<file path="src/opx_settings.svh">
`ifndef OPX_SETTINGS_SVH
`define OPX_SETTINGS_SVH

// instruction groups, taken from instr[15:14]
`define GROUP_SYSTEM            2'd0
`define GROUP_LOAD_STORE        2'd1
`define GROUP_JUMP              2'd2
`define GROUP_ARITHMETIC_LOGIC  2'd3

`define ALU_OPX_MOV             4'd0
`define ALU_OPX_CMP             4'd7

`define ALUA_SRCX_REG_A         3'd0
`define ALUB_SRCX_REG_B         3'd0
`define ALUB_SRCX_IMM           3'd1

`define ADDR_BUSX_PC_A          2'd0
`define ADDR_BUSX_REG_B         2'd1

`define PC_BASEX_PC_A           2'd0
`define PC_BASEX_REG_B          2'd1
`define PC_OFFSETX_2            2'd1
`define PC_OFFSETX_IMM          2'd2

`define DATA_BUSX_REGA_DOUT     2'd0
`define DATA_BUSX_ALU_R         2'd1
`define DATA_BUSX_MEM           2'd2

`define REGA_ADDRX_ARGA         2'd0
`define REGB_ADDRX_ARGB         3'd0
`define REGA_DINX_DIN           2'd0
`define REGA_DINX_ALU_R         2'd1
`define REGA_DINX_PC            2'd2

`define REG_SEQX_NONE           4'd0
`define REG_SEQX_WRITE_A        4'd1

`define RDX_NONE                1'b0
`define WRX_NONE                1'b0
`define BYTEX_WORD              1'b0

`endif

</file>
<file path="src/opxPkg.sv">
package opxPkg;

	//////////////////////////////////////////////////////////////////////
	// instruction word
	//////////////////////////////////////////////////////////////////////

	// [15:14] group, [13:10] opcode, [9:8] regA, [7:5] regB, [4] immediate
	typedef logic [15:0] instrT;

	typedef logic [1:0] groupT;

	typedef logic [3:0] opcodeT;

	//////////////////////////////////////////////////////////////////////
	// control field codes
	//////////////////////////////////////////////////////////////////////

	typedef logic [3:0] aluOpT;

	// alu A and B operand sources
	typedef logic [2:0] srcSelT;

	// address bus, data bus, pc base, pc offset, regA address and data in
	typedef logic [1:0] busSelT;

	typedef logic [2:0] regBSelT;

	// register file sequence code
	typedef logic [3:0] regSeqT;

	//////////////////////////////////////////////////////////////////////
	// phase sequencer
	//////////////////////////////////////////////////////////////////////

	typedef enum logic {
		phFetch,
		phExecute
	} phaseT;

endpackage

</file>
<file path="src/opxBundleIf.sv">
`timescale 1ns/1ns

interface opxBundleIf;
	import opxPkg::*;

	busSelT  addrBus;
	aluOpT   aluOp;
	srcSelT  aluASrc;
	srcSelT  aluBSrc;
	logic    byteSel;
	logic    cclLoad;
	busSelT  dataBus;
	busSelT  pcBase;
	busSelT  pcOffset;
	logic    rd;
	busSelT  regAAddr;
	busSelT  regADin;
	regSeqT  regSeq;
	regBSelT regBAddr;
	logic    wr;

	modport decoder (
		output addrBus, aluOp, aluASrc, aluBSrc, byteSel, cclLoad, dataBus, pcBase,
			pcOffset, rd, regAAddr, regADin, regSeq, regBAddr, wr
	);

	modport mux (
		input addrBus, aluOp, aluASrc, aluBSrc, byteSel, cclLoad, dataBus, pcBase,
			pcOffset, rd, regAAddr, regADin, regSeq, regBAddr, wr
	);

endinterface

</file>
<file path="src/aluGroupDecoder.sv">
`timescale 1ns/1ns
`include "opx_settings.svh"

module aluGroupDecoder (
	input opxPkg::instrT instrReg,
	opxBundleIf.decoder bundle
);
	import opxPkg::*;

	opcodeT opcode;
	logic immFlag;

	assign opcode = instrReg[13:10];
	assign immFlag = instrReg[4];

	always_comb begin
		bundle.aluOp = opcode; // opcode is the alu operation directly
		bundle.aluASrc = `ALUA_SRCX_REG_A;
		bundle.aluBSrc = immFlag ? `ALUB_SRCX_IMM : `ALUB_SRCX_REG_B;
		bundle.cclLoad = (opcode != `ALU_OPX_MOV); // mov leaves flags alone

		// compare only sets flags, no writeback
		if (opcode == `ALU_OPX_CMP) begin
			bundle.regSeq = `REG_SEQX_NONE;
		end else begin
			bundle.regSeq = `REG_SEQX_WRITE_A;
		end

		bundle.regAAddr = instrReg[9:8];
		bundle.regBAddr = instrReg[7:5];
		bundle.dataBus = `DATA_BUSX_ALU_R;
		bundle.regADin = `REGA_DINX_ALU_R;

		bundle.addrBus = `ADDR_BUSX_PC_A;
		bundle.byteSel = `BYTEX_WORD;
		bundle.pcBase = `PC_BASEX_PC_A;
		bundle.pcOffset = `PC_OFFSETX_2;
		bundle.rd = `RDX_NONE;
		bundle.wr = `WRX_NONE;
	end

endmodule

</file>
<file path="src/loadStoreDecoder.sv">
`timescale 1ns/1ns
`include "opx_settings.svh"

module loadStoreDecoder (
	input opxPkg::instrT instrReg,
	opxBundleIf.decoder bundle
);
	import opxPkg::*;

	opcodeT opcode;
	logic immFlag;
	logic isStore;

	assign opcode = instrReg[13:10];
	assign immFlag = instrReg[4];
	assign isStore = opcode[0]; // 0 load, 1 store

	always_comb begin
		bundle.addrBus = `ADDR_BUSX_REG_B; // memory address from regB
		bundle.aluOp = `ALU_OPX_MOV;
		bundle.aluASrc = `ALUA_SRCX_REG_A;
		bundle.aluBSrc = immFlag ? `ALUB_SRCX_IMM : `ALUB_SRCX_REG_B;
		bundle.byteSel = opcode[1];
		bundle.cclLoad = 1'b0;
		bundle.pcBase = `PC_BASEX_PC_A;
		bundle.pcOffset = `PC_OFFSETX_2;
		bundle.regAAddr = instrReg[9:8];
		bundle.regBAddr = instrReg[7:5];
		bundle.regADin = `REGA_DINX_DIN;

		if (isStore) begin
			bundle.rd = `RDX_NONE;
			bundle.wr = 1'b1;
			bundle.regSeq = `REG_SEQX_NONE;
			bundle.dataBus = `DATA_BUSX_REGA_DOUT; // regA drives memory
		end else begin
			bundle.rd = 1'b1;
			bundle.wr = `WRX_NONE;
			bundle.regSeq = `REG_SEQX_WRITE_A; // memory word back into regA
			bundle.dataBus = `DATA_BUSX_MEM;
		end
	end

endmodule

</file>
<file path="src/jumpDecoder.sv">
`timescale 1ns/1ns
`include "opx_settings.svh"

module jumpDecoder (
	input opxPkg::instrT instrReg,
	opxBundleIf.decoder bundle
);
	import opxPkg::*;

	opcodeT opcode;
	logic immFlag;
	logic isIndirect;
	logic isLink;

	assign opcode = instrReg[13:10];
	assign immFlag = instrReg[4];
	assign isIndirect = opcode[0];
	assign isLink = opcode[1];

	always_comb begin
		if (isIndirect) begin
			bundle.pcBase = `PC_BASEX_REG_B; // target taken from regB
			bundle.pcOffset = 2'd0;
			bundle.addrBus = `ADDR_BUSX_REG_B;
		end else begin
			bundle.pcBase = `PC_BASEX_PC_A;
			bundle.pcOffset = `PC_OFFSETX_IMM; // pc relative
			bundle.addrBus = `ADDR_BUSX_PC_A;
		end

		// link saves the return pc in regA
		bundle.regSeq = isLink ? `REG_SEQX_WRITE_A : `REG_SEQX_NONE;
		bundle.regADin = isLink ? `REGA_DINX_PC : `REGA_DINX_DIN;

		bundle.aluBSrc = immFlag ? `ALUB_SRCX_IMM : `ALUB_SRCX_REG_B;
		bundle.rd = `RDX_NONE;
		bundle.aluOp = `ALU_OPX_MOV;
		bundle.aluASrc = `ALUA_SRCX_REG_A;
		bundle.byteSel = `BYTEX_WORD;
		bundle.cclLoad = 1'b0;
		bundle.dataBus = `DATA_BUSX_REGA_DOUT;
		bundle.regAAddr = `REGA_ADDRX_ARGA;
		bundle.regBAddr = `REGB_ADDRX_ARGB;
		bundle.wr = `WRX_NONE;
	end

endmodule

</file>
<file path="src/phaseSequencer.sv">
`timescale 1ns/1ns

module phaseSequencer (
	input logic CLK,
	input logic RESET,
	input opxPkg::instrT instr,
	input logic instrValid,
	output opxPkg::instrT instrReg,
	output logic fetch,
	output logic execute
);
	import opxPkg::*;

	phaseT phase;

	//////////////////////////////////////////////////////////////////////
	// fetch / execute alternation
	//////////////////////////////////////////////////////////////////////

	always_ff @(posedge CLK or posedge RESET) begin
		if (RESET) begin
			phase <= phFetch;
			instrReg <= '0; // decodes as system group
		end else begin
			case (phase)
				phFetch: begin
					if (instrValid) begin // wait here for the source
						instrReg <= instr;
						phase <= phExecute;
					end
				end
				phExecute: begin
					phase <= phFetch; // always a single execute cycle
				end
			endcase
		end
	end

	assign fetch = (phase == phFetch);
	assign execute = (phase == phExecute);

endmodule

</file>
<file path="src/opxMultiplexer.sv">
`timescale 1ns/1ns
`include "opx_settings.svh"

module opxMultiplexer (
	input logic CLK,
	input logic RESET,
	input logic fetch,
	input logic execute,
	input opxPkg::groupT group,
	opxBundleIf.mux aluBundle,
	opxBundleIf.mux ldsBundle,
	opxBundleIf.mux jmpBundle,
	output opxPkg::busSelT addrBus,
	output opxPkg::busSelT pcBase,
	output opxPkg::busSelT pcOffset,
	output opxPkg::aluOpT aluOp,
	output opxPkg::srcSelT aluASrc,
	output opxPkg::srcSelT aluBSrc,
	output logic byteSel,
	output logic cclLoad,
	output opxPkg::busSelT dataBus,
	output logic rd,
	output opxPkg::busSelT regAAddr,
	output opxPkg::busSelT regADin,
	output opxPkg::regSeqT regSeq,
	output opxPkg::regBSelT regBAddr,
	output logic wr
);
	import opxPkg::*;

	busSelT selAddrBus;
	busSelT selPcBase;
	busSelT selPcOffset;

	//////////////////////////////////////////////////////////////////////
	// field selection by group
	//////////////////////////////////////////////////////////////////////

	always_comb begin
		case (group)
			`GROUP_LOAD_STORE: begin
				selAddrBus = ldsBundle.addrBus;
				selPcBase = ldsBundle.pcBase;
				selPcOffset = ldsBundle.pcOffset;
				aluOp = ldsBundle.aluOp;
				aluASrc = ldsBundle.aluASrc;
				aluBSrc = ldsBundle.aluBSrc;
				byteSel = ldsBundle.byteSel;
				cclLoad = ldsBundle.cclLoad;
				dataBus = ldsBundle.dataBus;
				rd = ldsBundle.rd;
				regAAddr = ldsBundle.regAAddr;
				regADin = ldsBundle.regADin;
				regSeq = ldsBundle.regSeq;
				regBAddr = ldsBundle.regBAddr;
				wr = ldsBundle.wr;
			end
			`GROUP_JUMP: begin
				selAddrBus = jmpBundle.addrBus;
				selPcBase = jmpBundle.pcBase;
				selPcOffset = jmpBundle.pcOffset;
				aluOp = jmpBundle.aluOp;
				aluASrc = jmpBundle.aluASrc;
				aluBSrc = jmpBundle.aluBSrc;
				byteSel = jmpBundle.byteSel;
				cclLoad = jmpBundle.cclLoad;
				dataBus = jmpBundle.dataBus;
				rd = jmpBundle.rd;
				regAAddr = jmpBundle.regAAddr;
				regADin = jmpBundle.regADin;
				regSeq = jmpBundle.regSeq;
				regBAddr = jmpBundle.regBAddr;
				wr = jmpBundle.wr;
			end
			`GROUP_ARITHMETIC_LOGIC: begin
				selAddrBus = aluBundle.addrBus;
				selPcBase = aluBundle.pcBase;
				selPcOffset = aluBundle.pcOffset;
				aluOp = aluBundle.aluOp;
				aluASrc = aluBundle.aluASrc;
				aluBSrc = aluBundle.aluBSrc;
				byteSel = aluBundle.byteSel;
				cclLoad = aluBundle.cclLoad;
				dataBus = aluBundle.dataBus;
				rd = aluBundle.rd;
				regAAddr = aluBundle.regAAddr;
				regADin = aluBundle.regADin;
				regSeq = aluBundle.regSeq;
				regBAddr = aluBundle.regBAddr;
				wr = aluBundle.wr;
			end
			default: begin // system group, fixed defaults
				selAddrBus = `ADDR_BUSX_PC_A;
				selPcBase = `PC_BASEX_PC_A;
				selPcOffset = `PC_OFFSETX_2;
				aluOp = `ALU_OPX_MOV;
				aluASrc = `ALUA_SRCX_REG_A;
				aluBSrc = `ALUB_SRCX_REG_B;
				byteSel = `BYTEX_WORD;
				cclLoad = 1'b0;
				dataBus = `DATA_BUSX_REGA_DOUT;
				rd = `RDX_NONE;
				regAAddr = `REGA_ADDRX_ARGA;
				regADin = `REGA_DINX_DIN;
				regSeq = `REG_SEQX_NONE;
				regBAddr = `REGB_ADDRX_ARGB;
				wr = `WRX_NONE;
			end
		endcase
	end

	//////////////////////////////////////////////////////////////////////
	// next address fields, held through the following fetch
	//////////////////////////////////////////////////////////////////////

	always_ff @(posedge CLK or posedge RESET) begin
		if (RESET) begin
			addrBus <= `ADDR_BUSX_PC_A;
			pcBase <= `PC_BASEX_PC_A;
			pcOffset <= `PC_OFFSETX_2;
		end else if (fetch) begin // back to pc + 2 for the next fetch
			addrBus <= `ADDR_BUSX_PC_A;
			pcBase <= `PC_BASEX_PC_A;
			pcOffset <= `PC_OFFSETX_2;
		end else if (execute) begin
			addrBus <= selAddrBus;
			pcBase <= selPcBase;
			pcOffset <= selPcOffset;
		end
	end

endmodule

</file>
<file path="src/controlUnit.sv">
`timescale 1ns/1ns

module controlUnit (
	input logic CLK,
	input logic RESET,
	input opxPkg::instrT instr,
	input logic instrValid,
	output logic fetch,
	output logic execute,
	output opxPkg::busSelT addrBus,
	output opxPkg::aluOpT aluOp,
	output opxPkg::srcSelT aluASrc,
	output opxPkg::srcSelT aluBSrc,
	output logic byteSel,
	output logic cclLoad,
	output opxPkg::busSelT dataBus,
	output opxPkg::busSelT pcBase,
	output opxPkg::busSelT pcOffset,
	output logic rd,
	output opxPkg::busSelT regAAddr,
	output opxPkg::busSelT regADin,
	output opxPkg::regSeqT regSeq,
	output opxPkg::regBSelT regBAddr,
	output logic wr
);
	import opxPkg::*;

	instrT instrReg;
	groupT group;

	assign group = instrReg[15:14];

	phaseSequencer sequencer (
		.CLK(CLK),
		.RESET(RESET),
		.instr(instr),
		.instrValid(instrValid),
		.instrReg(instrReg),
		.fetch(fetch),
		.execute(execute)
	);

	//////////////////////////////////////////////////////////////////////
	// group decoders
	//////////////////////////////////////////////////////////////////////

	opxBundleIf aluBundle ();
	opxBundleIf ldsBundle ();
	opxBundleIf jmpBundle ();

	aluGroupDecoder aluDecoder (.instrReg(instrReg), .bundle(aluBundle));
	loadStoreDecoder ldsDecoder (.instrReg(instrReg), .bundle(ldsBundle));
	jumpDecoder jmpDecoder (.instrReg(instrReg), .bundle(jmpBundle));

	opxMultiplexer mux (
		.CLK(CLK),
		.RESET(RESET),
		.fetch(fetch),
		.execute(execute),
		.group(group),
		.aluBundle(aluBundle),
		.ldsBundle(ldsBundle),
		.jmpBundle(jmpBundle),
		.addrBus(addrBus),
		.pcBase(pcBase),
		.pcOffset(pcOffset),
		.aluOp(aluOp),
		.aluASrc(aluASrc),
		.aluBSrc(aluBSrc),
		.byteSel(byteSel),
		.cclLoad(cclLoad),
		.dataBus(dataBus),
		.rd(rd),
		.regAAddr(regAAddr),
		.regADin(regADin),
		.regSeq(regSeq),
		.regBAddr(regBAddr),
		.wr(wr)
	);

endmodule

</file>
<file path="config.mk">
export PLATFORM = sky130hd
export DESIGN_NAME = controlUnit
export DESIGN_NICKNAME = d
export VERILOG_FILES = /design/src/opxPkg.sv /design/src/opxBundleIf.sv /design/src/aluGroupDecoder.sv /design/src/loadStoreDecoder.sv /design/src/jumpDecoder.sv /design/src/phaseSequencer.sv /design/src/opxMultiplexer.sv /design/src/controlUnit.sv
export VERILOG_INCLUDE_DIRS = /design/src
export SDC_FILE = /design/constraint.sdc
export NUM_CORES = 1
export LEC_CHECK = 0
export BUFFER_PORTS_ARGS = -buffer_cell sky130_fd_sc_hd__buf_2
export CORE_MARGIN = 2
export CORE_UTILIZATION = 42
export DETAILED_ROUTE_END_ITERATION = 7
export GPL_TIMING_DRIVEN = 0
export HOLD_SLACK_MARGIN = 0.03
export PLACE_DENSITY = 0.88
export SETUP_SLACK_MARGIN = 0.4
export SYNTH_ARGS = -nofsm -noshare
export SYNTH_HDL_FRONTEND = slang
export SYNTH_SLANG_ARGS = --single-unit
</file>
<file path="constraint.sdc">
create_clock -name CLK -period 1.7 [get_ports CLK]
set_input_delay 0.085 -clock CLK [delete_from_list [all_inputs] [get_ports CLK]]
set_output_delay 0.085 -clock CLK [all_outputs]
set_load 0.01 [all_outputs]
</file>
# After elaboration in Yosys (flattened, before gate mapping)
# Cells that the tools add are included.
# totals
regBits,21
latchBits,0
ramBits,0
rom_bits,0
in_bits,19
out_inout_bits,35
wordCells,42
mem_count,0
# classes
add_sub_neg,0
mul,0
div_mod_pow,0
magnitude_cmp,0
n_eq_ne,4
shift,0
mux,28
n_bitwise,1
n_reduce_logical,4
# ops
cell,count
$mux 1,16
$mux 2,5
$pmux 2 s2,2
$eq 2x2->1 const B,2
$eq 4x3->1 const B,1
$mux 4,1
$pmux 1 s2,2
$reduce_bool 4->1,1
$mux 3,1
$pmux 1 s3,1
$reduce_or 3->1,1
$eq 2x1->1 const B,1
$reduce_and 2->1,1
$reduce_or 2->1,1
$not 1->1,1

# Logic depth before layout (Yosys ltp)
# depth
depth_word,3
mapped_depth,5

# Hierarchy
# A second synthesis with hierarchy kept.
# hier_totals
hier_cells,242
hier_area_um2,2409.8
# by_module_without_submodules
mod,instances,cells_per_inst,area_each_um2
opxMultiplexer,1,100,978.4
phaseSequencer,1,38,675.6
aluGroupDecoder,1,35,256.5
loadStoreDecoder,1,35,251.5
jumpDecoder,1,34,247.7

# Worst setup path before layout
# Ideal clock, no wire load.
# synth_timing
path_kind,flip-flop to output port
startpoint,register sequencer.instrReg[15]
endpoint,output port regSeq[0]
arrival_time_ns,1.183
required_ns,1.615
setup_slack_ns,0.432
stages_incl_launch_ff,6
path_buffers,0
path_cell_list,dfrtp_1 inv_1 ha_1 nor2b_1 a211oi_1 nor2_1
# synth_between
elab_chain_len,2
# synth_rtl
element,line,source
start: declaration,phaseSequencer.sv:8,"output opxPkg::instrT instrReg,"
start signal: assignment,phaseSequencer.sv:28,instrReg <= instr;
$eq 2x2->1 (tied with other cells),-,
$pmux 1 s3 (*),opxMultiplexer.sv:40,case (group)
end: declaration,controlUnit.sv:22,"output opxPkg::regSeqT regSeq,"
# Mark *: on every way between the ends. The rest lies on a longest branch, timed or not.

# Worst setup path in the final report
# Ends and elaborated chain as after synthesis.

==> results.md <==
* Status: complete, no violations
* Unrepaired setup endpoints after global routing: true
* Crit Path Max Fanout at 7
* Critical Path Sink: regSeq[0]
* CP Data Required Time at 1.62 ns
* Place WS at 0.320 ns
* Worst hold slack at 0.0230 ns
* Initial Util at 45.8%
* CP Buf/Inv Count at 2
* I/O Pins at 54
* Switch share at 31.2%
* Storage cell area at 430 µm²
* Number of cells on the critical path at 5
* Ant. Diodes at 0
* H-tree levels at 1
* CP top delay family: flip-flops
* Multi-input gate area at 489 µm²
* Syn Inst Count at 81
* Slew @ Worst Pin at 0.605 ns
* DRC at 0
* Pins Over Slew Limit at 0
* Antenna violations before repair at 0
* Clk buf depth at 2
* Critical path origin: sequencer.instrReg[15]
* Dpl cell area at 1190 µm²
* Top-area cell type share of the netlist area at 43.2%
* Cell taking the most area after synthesis: dfrtp_1
* Die Footprint at 2600 µm²
* Slowest stage delay, CP at 0.46 ns
* Total track usage at 18.1%
* RR Endpoint: sequencer.instrReg[9]
* Post-route cell area at 1580 µm²
* CP Class: reg2out
* Mapped cell area at 926 µm²
* RD Place Congestion at 0.760
* Worst r2r src: sequencer.execute
* Pre-Repair DR Iteration Count at 4
* Peak VDD IR at 0.602 mV
* Fmax at 642 MHz
* PwrDens at 762 nW/µm²
* Endpoints failing hold at 0
* Via/cell ratio at 4.37
* DR iter-0 viols at 12
* Worst slew margin at 59.6%
* FF-to-FF setup slack at 0.42 ns
* Crit share post-route at 91.6%
* Number of max-cap violations at 0
* Number of global-route vias before repair at 705
* First-pass GRT wire length at 3410 µm
* Filler instances at 118
* Pint at 0.828 mW
* Clock Pin Slew Worst Setup and Hold Paths at 0.10 ns
* Combinational Power Share at 40.8%
* IO Port Bufs at 39
* CP Data Arrival Time at 1.47 ns
* Proportion of power drawn by the clock network at 17.7%
* CTS tree: done
* Crit-path slowest cell: dfrtp_2
* Crit-path cells: buf_6 > ha_4 > a211oi_2 > nor2_1 > buf_2
* Sw power at 0.376 mW
* Post-DRT Antenna Nets at 0
* Sequential-to-total area share from yosys stat at 46.1%
* Routed via count at 796
* Routed WL per cell at 14.0 µm
* Layout area overhead at 70.5%
* Final setup violation count at 0
* Nets@finish at 179
* Startpoint Class: register
* Hpwl dp at 1400 µm
* CTS sink count at 17
* Worst Hold Class: in2reg
* Synth unique cells at 21
* Die Span X at 51.0 µm
* TritonCTS Buffers at 3
* Root Driver: clkbuf_4
* Seq pwr share at 41.5%
* Pleak at 0.811 nW
* Clock skew at 0.00911 ns
* Row cnt at 16
* Setup ws final at 0.143 ns
* Fin Setup TNS at 0 ns
* Die H at 51.0 µm
* Worst skew pair latency at 0.29 ns
* Syn_area_per_cell at 11.4 µm²
* CP endpoint kind: output pin
* Share of cells above drive strength 1 at 64.5%
* Synth area leaders: dfrtp_1 43%, buf_4 8.9%, mux2_4 8.1%
* Tmin final at 1.56 ns
* Final Core Density at 78.1%
* R2R depth at 4
* Warnings from Yosys at 0
* FF+latch count, synth at 17
* Overflow left after global routing at 0
* Core box area at 2020 µm²
* Routed wire length at 2550 µm
* Pin count of the biggest net entering global routing at 18
==> routing by layer <==
| metal | wire length [µm] | part of all wire [%] | track usage [%] |
|---|---|---|---|
| met3 | 95 | 3.7 | 4.39 |
| met2 | 1310 | 51 | 32.9 |
| met1 | 1100 | 43 | 20.3 |
| met4 | 47 | 1.8 | 6.76 |
| met5 | 0 | 0 | 0 |
==> kinds of logic (layout without fill, tap and decap cells) <==
logic type | Yosys count | after routing | share of synthesized area (%)
simple gates | 26 | 26 | 15.8
other cells | 1 | 10 | 0.405
flops | 17 | 17 | 46.1
buf+inv | 18 | 83 | 14.5
fa+ha+maj | 4 | 4 | 5.41
mux | 10 | 10 | 14.2
compound gates | 5 | 5 | 3.65
==> registers in the layout, summed over array words and instances, names as in the netlist <==
register,flops
mux.pcOffset,2
mux.addrBus,1
sequencer.execute,1
mux.pcBase,1
sequencer.instrReg,12
==> metrics by stage <==
stage	std cells	power, mW
after floorplan	90	0.705
after global routing	182	1.26
final	182	1.20
after global placement	156	0.800
after detailed placement	156	0.813
after CTS	173	1.12
==> power groups by stage <==
| stage | combinational (mW) | sequential, mW | clock (mW) |
|---|---|---|---|
| finish | 0.491 | 0.500 | 0.213 |
| global route | 0.525 | 0.507 | 0.232 |
| CTS | 0.416 | 0.495 | 0.212 |
| detailed placement | 0.320 | 0.493 | 0 |
| global placement | 0.311 | 0.489 | 0 |
| floorplan | 0.218 | 0.487 | 0 |
==> what timing repair did <==
item / in CTS / in global routing
hold buffers: 8 / 2
endpoints found under the hold margin: 23 / 2
pin swaps: 5 / 5
buffers inserted: 5 / 7
resized for setup: 29 / 14
endpoints found under the setup margin: 23 / 24
==> cells in the mapped netlist <==
master    instances
dfrtp_1          16
buf_4            11
nor2b_1           9
and2_1            7
mux2_2            5
mux2_4            5
ha_1              4
inv_1             4
nand2_1           4
nor2_1            4
o21ai_0           2
a211oi_1          1
a21oi_1           1
and3_2            1
buf_12            1
buf_2             1
buf_6             1
conb_1            1
dfstp_2           1
nand4b_1          1
o41a_1            1
==> placed cells by master, fill, tap and decap left out, types with 2 or more instances in the layout <==
cell	instances
buf_4	18
clkbuf_4	4
dfrtp_1	13
and2_4	6
dlygate4sd3_1	10
o21ai_0	2
conb_1	10
mux2_2	5
ha_4	4
nor2b_1	6
inv_1	2
nor2b_2	2
buf_6	15
nand2_1	4
mux2_4	5
nor2_1	3
dfrtp_2	3
buf_2	30
==> worst register-to-register path, delay by kind of cell, from the launching register on <==
family / cells / cell delay (ns)
buffers and inverters: 2 / 0.29
flip-flops: 1 / 0.44
multiplexers: 1 / 0.30
AND/OR/NAND/NOR: 1 / 0.14
==> layout make-up <==
cell class,instances,share of cell area [%]
Sequential cell,17,27.3
Inverter,4,1.11
Tap cell,27,2.14
Buffer,14,7.69
Multi-Input combinational cell,55,31.0
Timing Repair Buffer,61,29.2
Clock buffer,4,1.66
==> how the worst min path moves through the flow <==
stage,start,to,cells after the start
after floorplan,RESET,mux.addrBus[0],1
after global placement,RESET,sequencer.instrReg[6],2
after detailed placement,RESET,sequencer.instrReg[7],2
after CTS,instr[7],sequencer.instrReg[7],2
after global routing,instr[7],sequencer.instrReg[7],2
final,instr[7],sequencer.instrReg[7],2
Power figures use the tool's default switching activity.
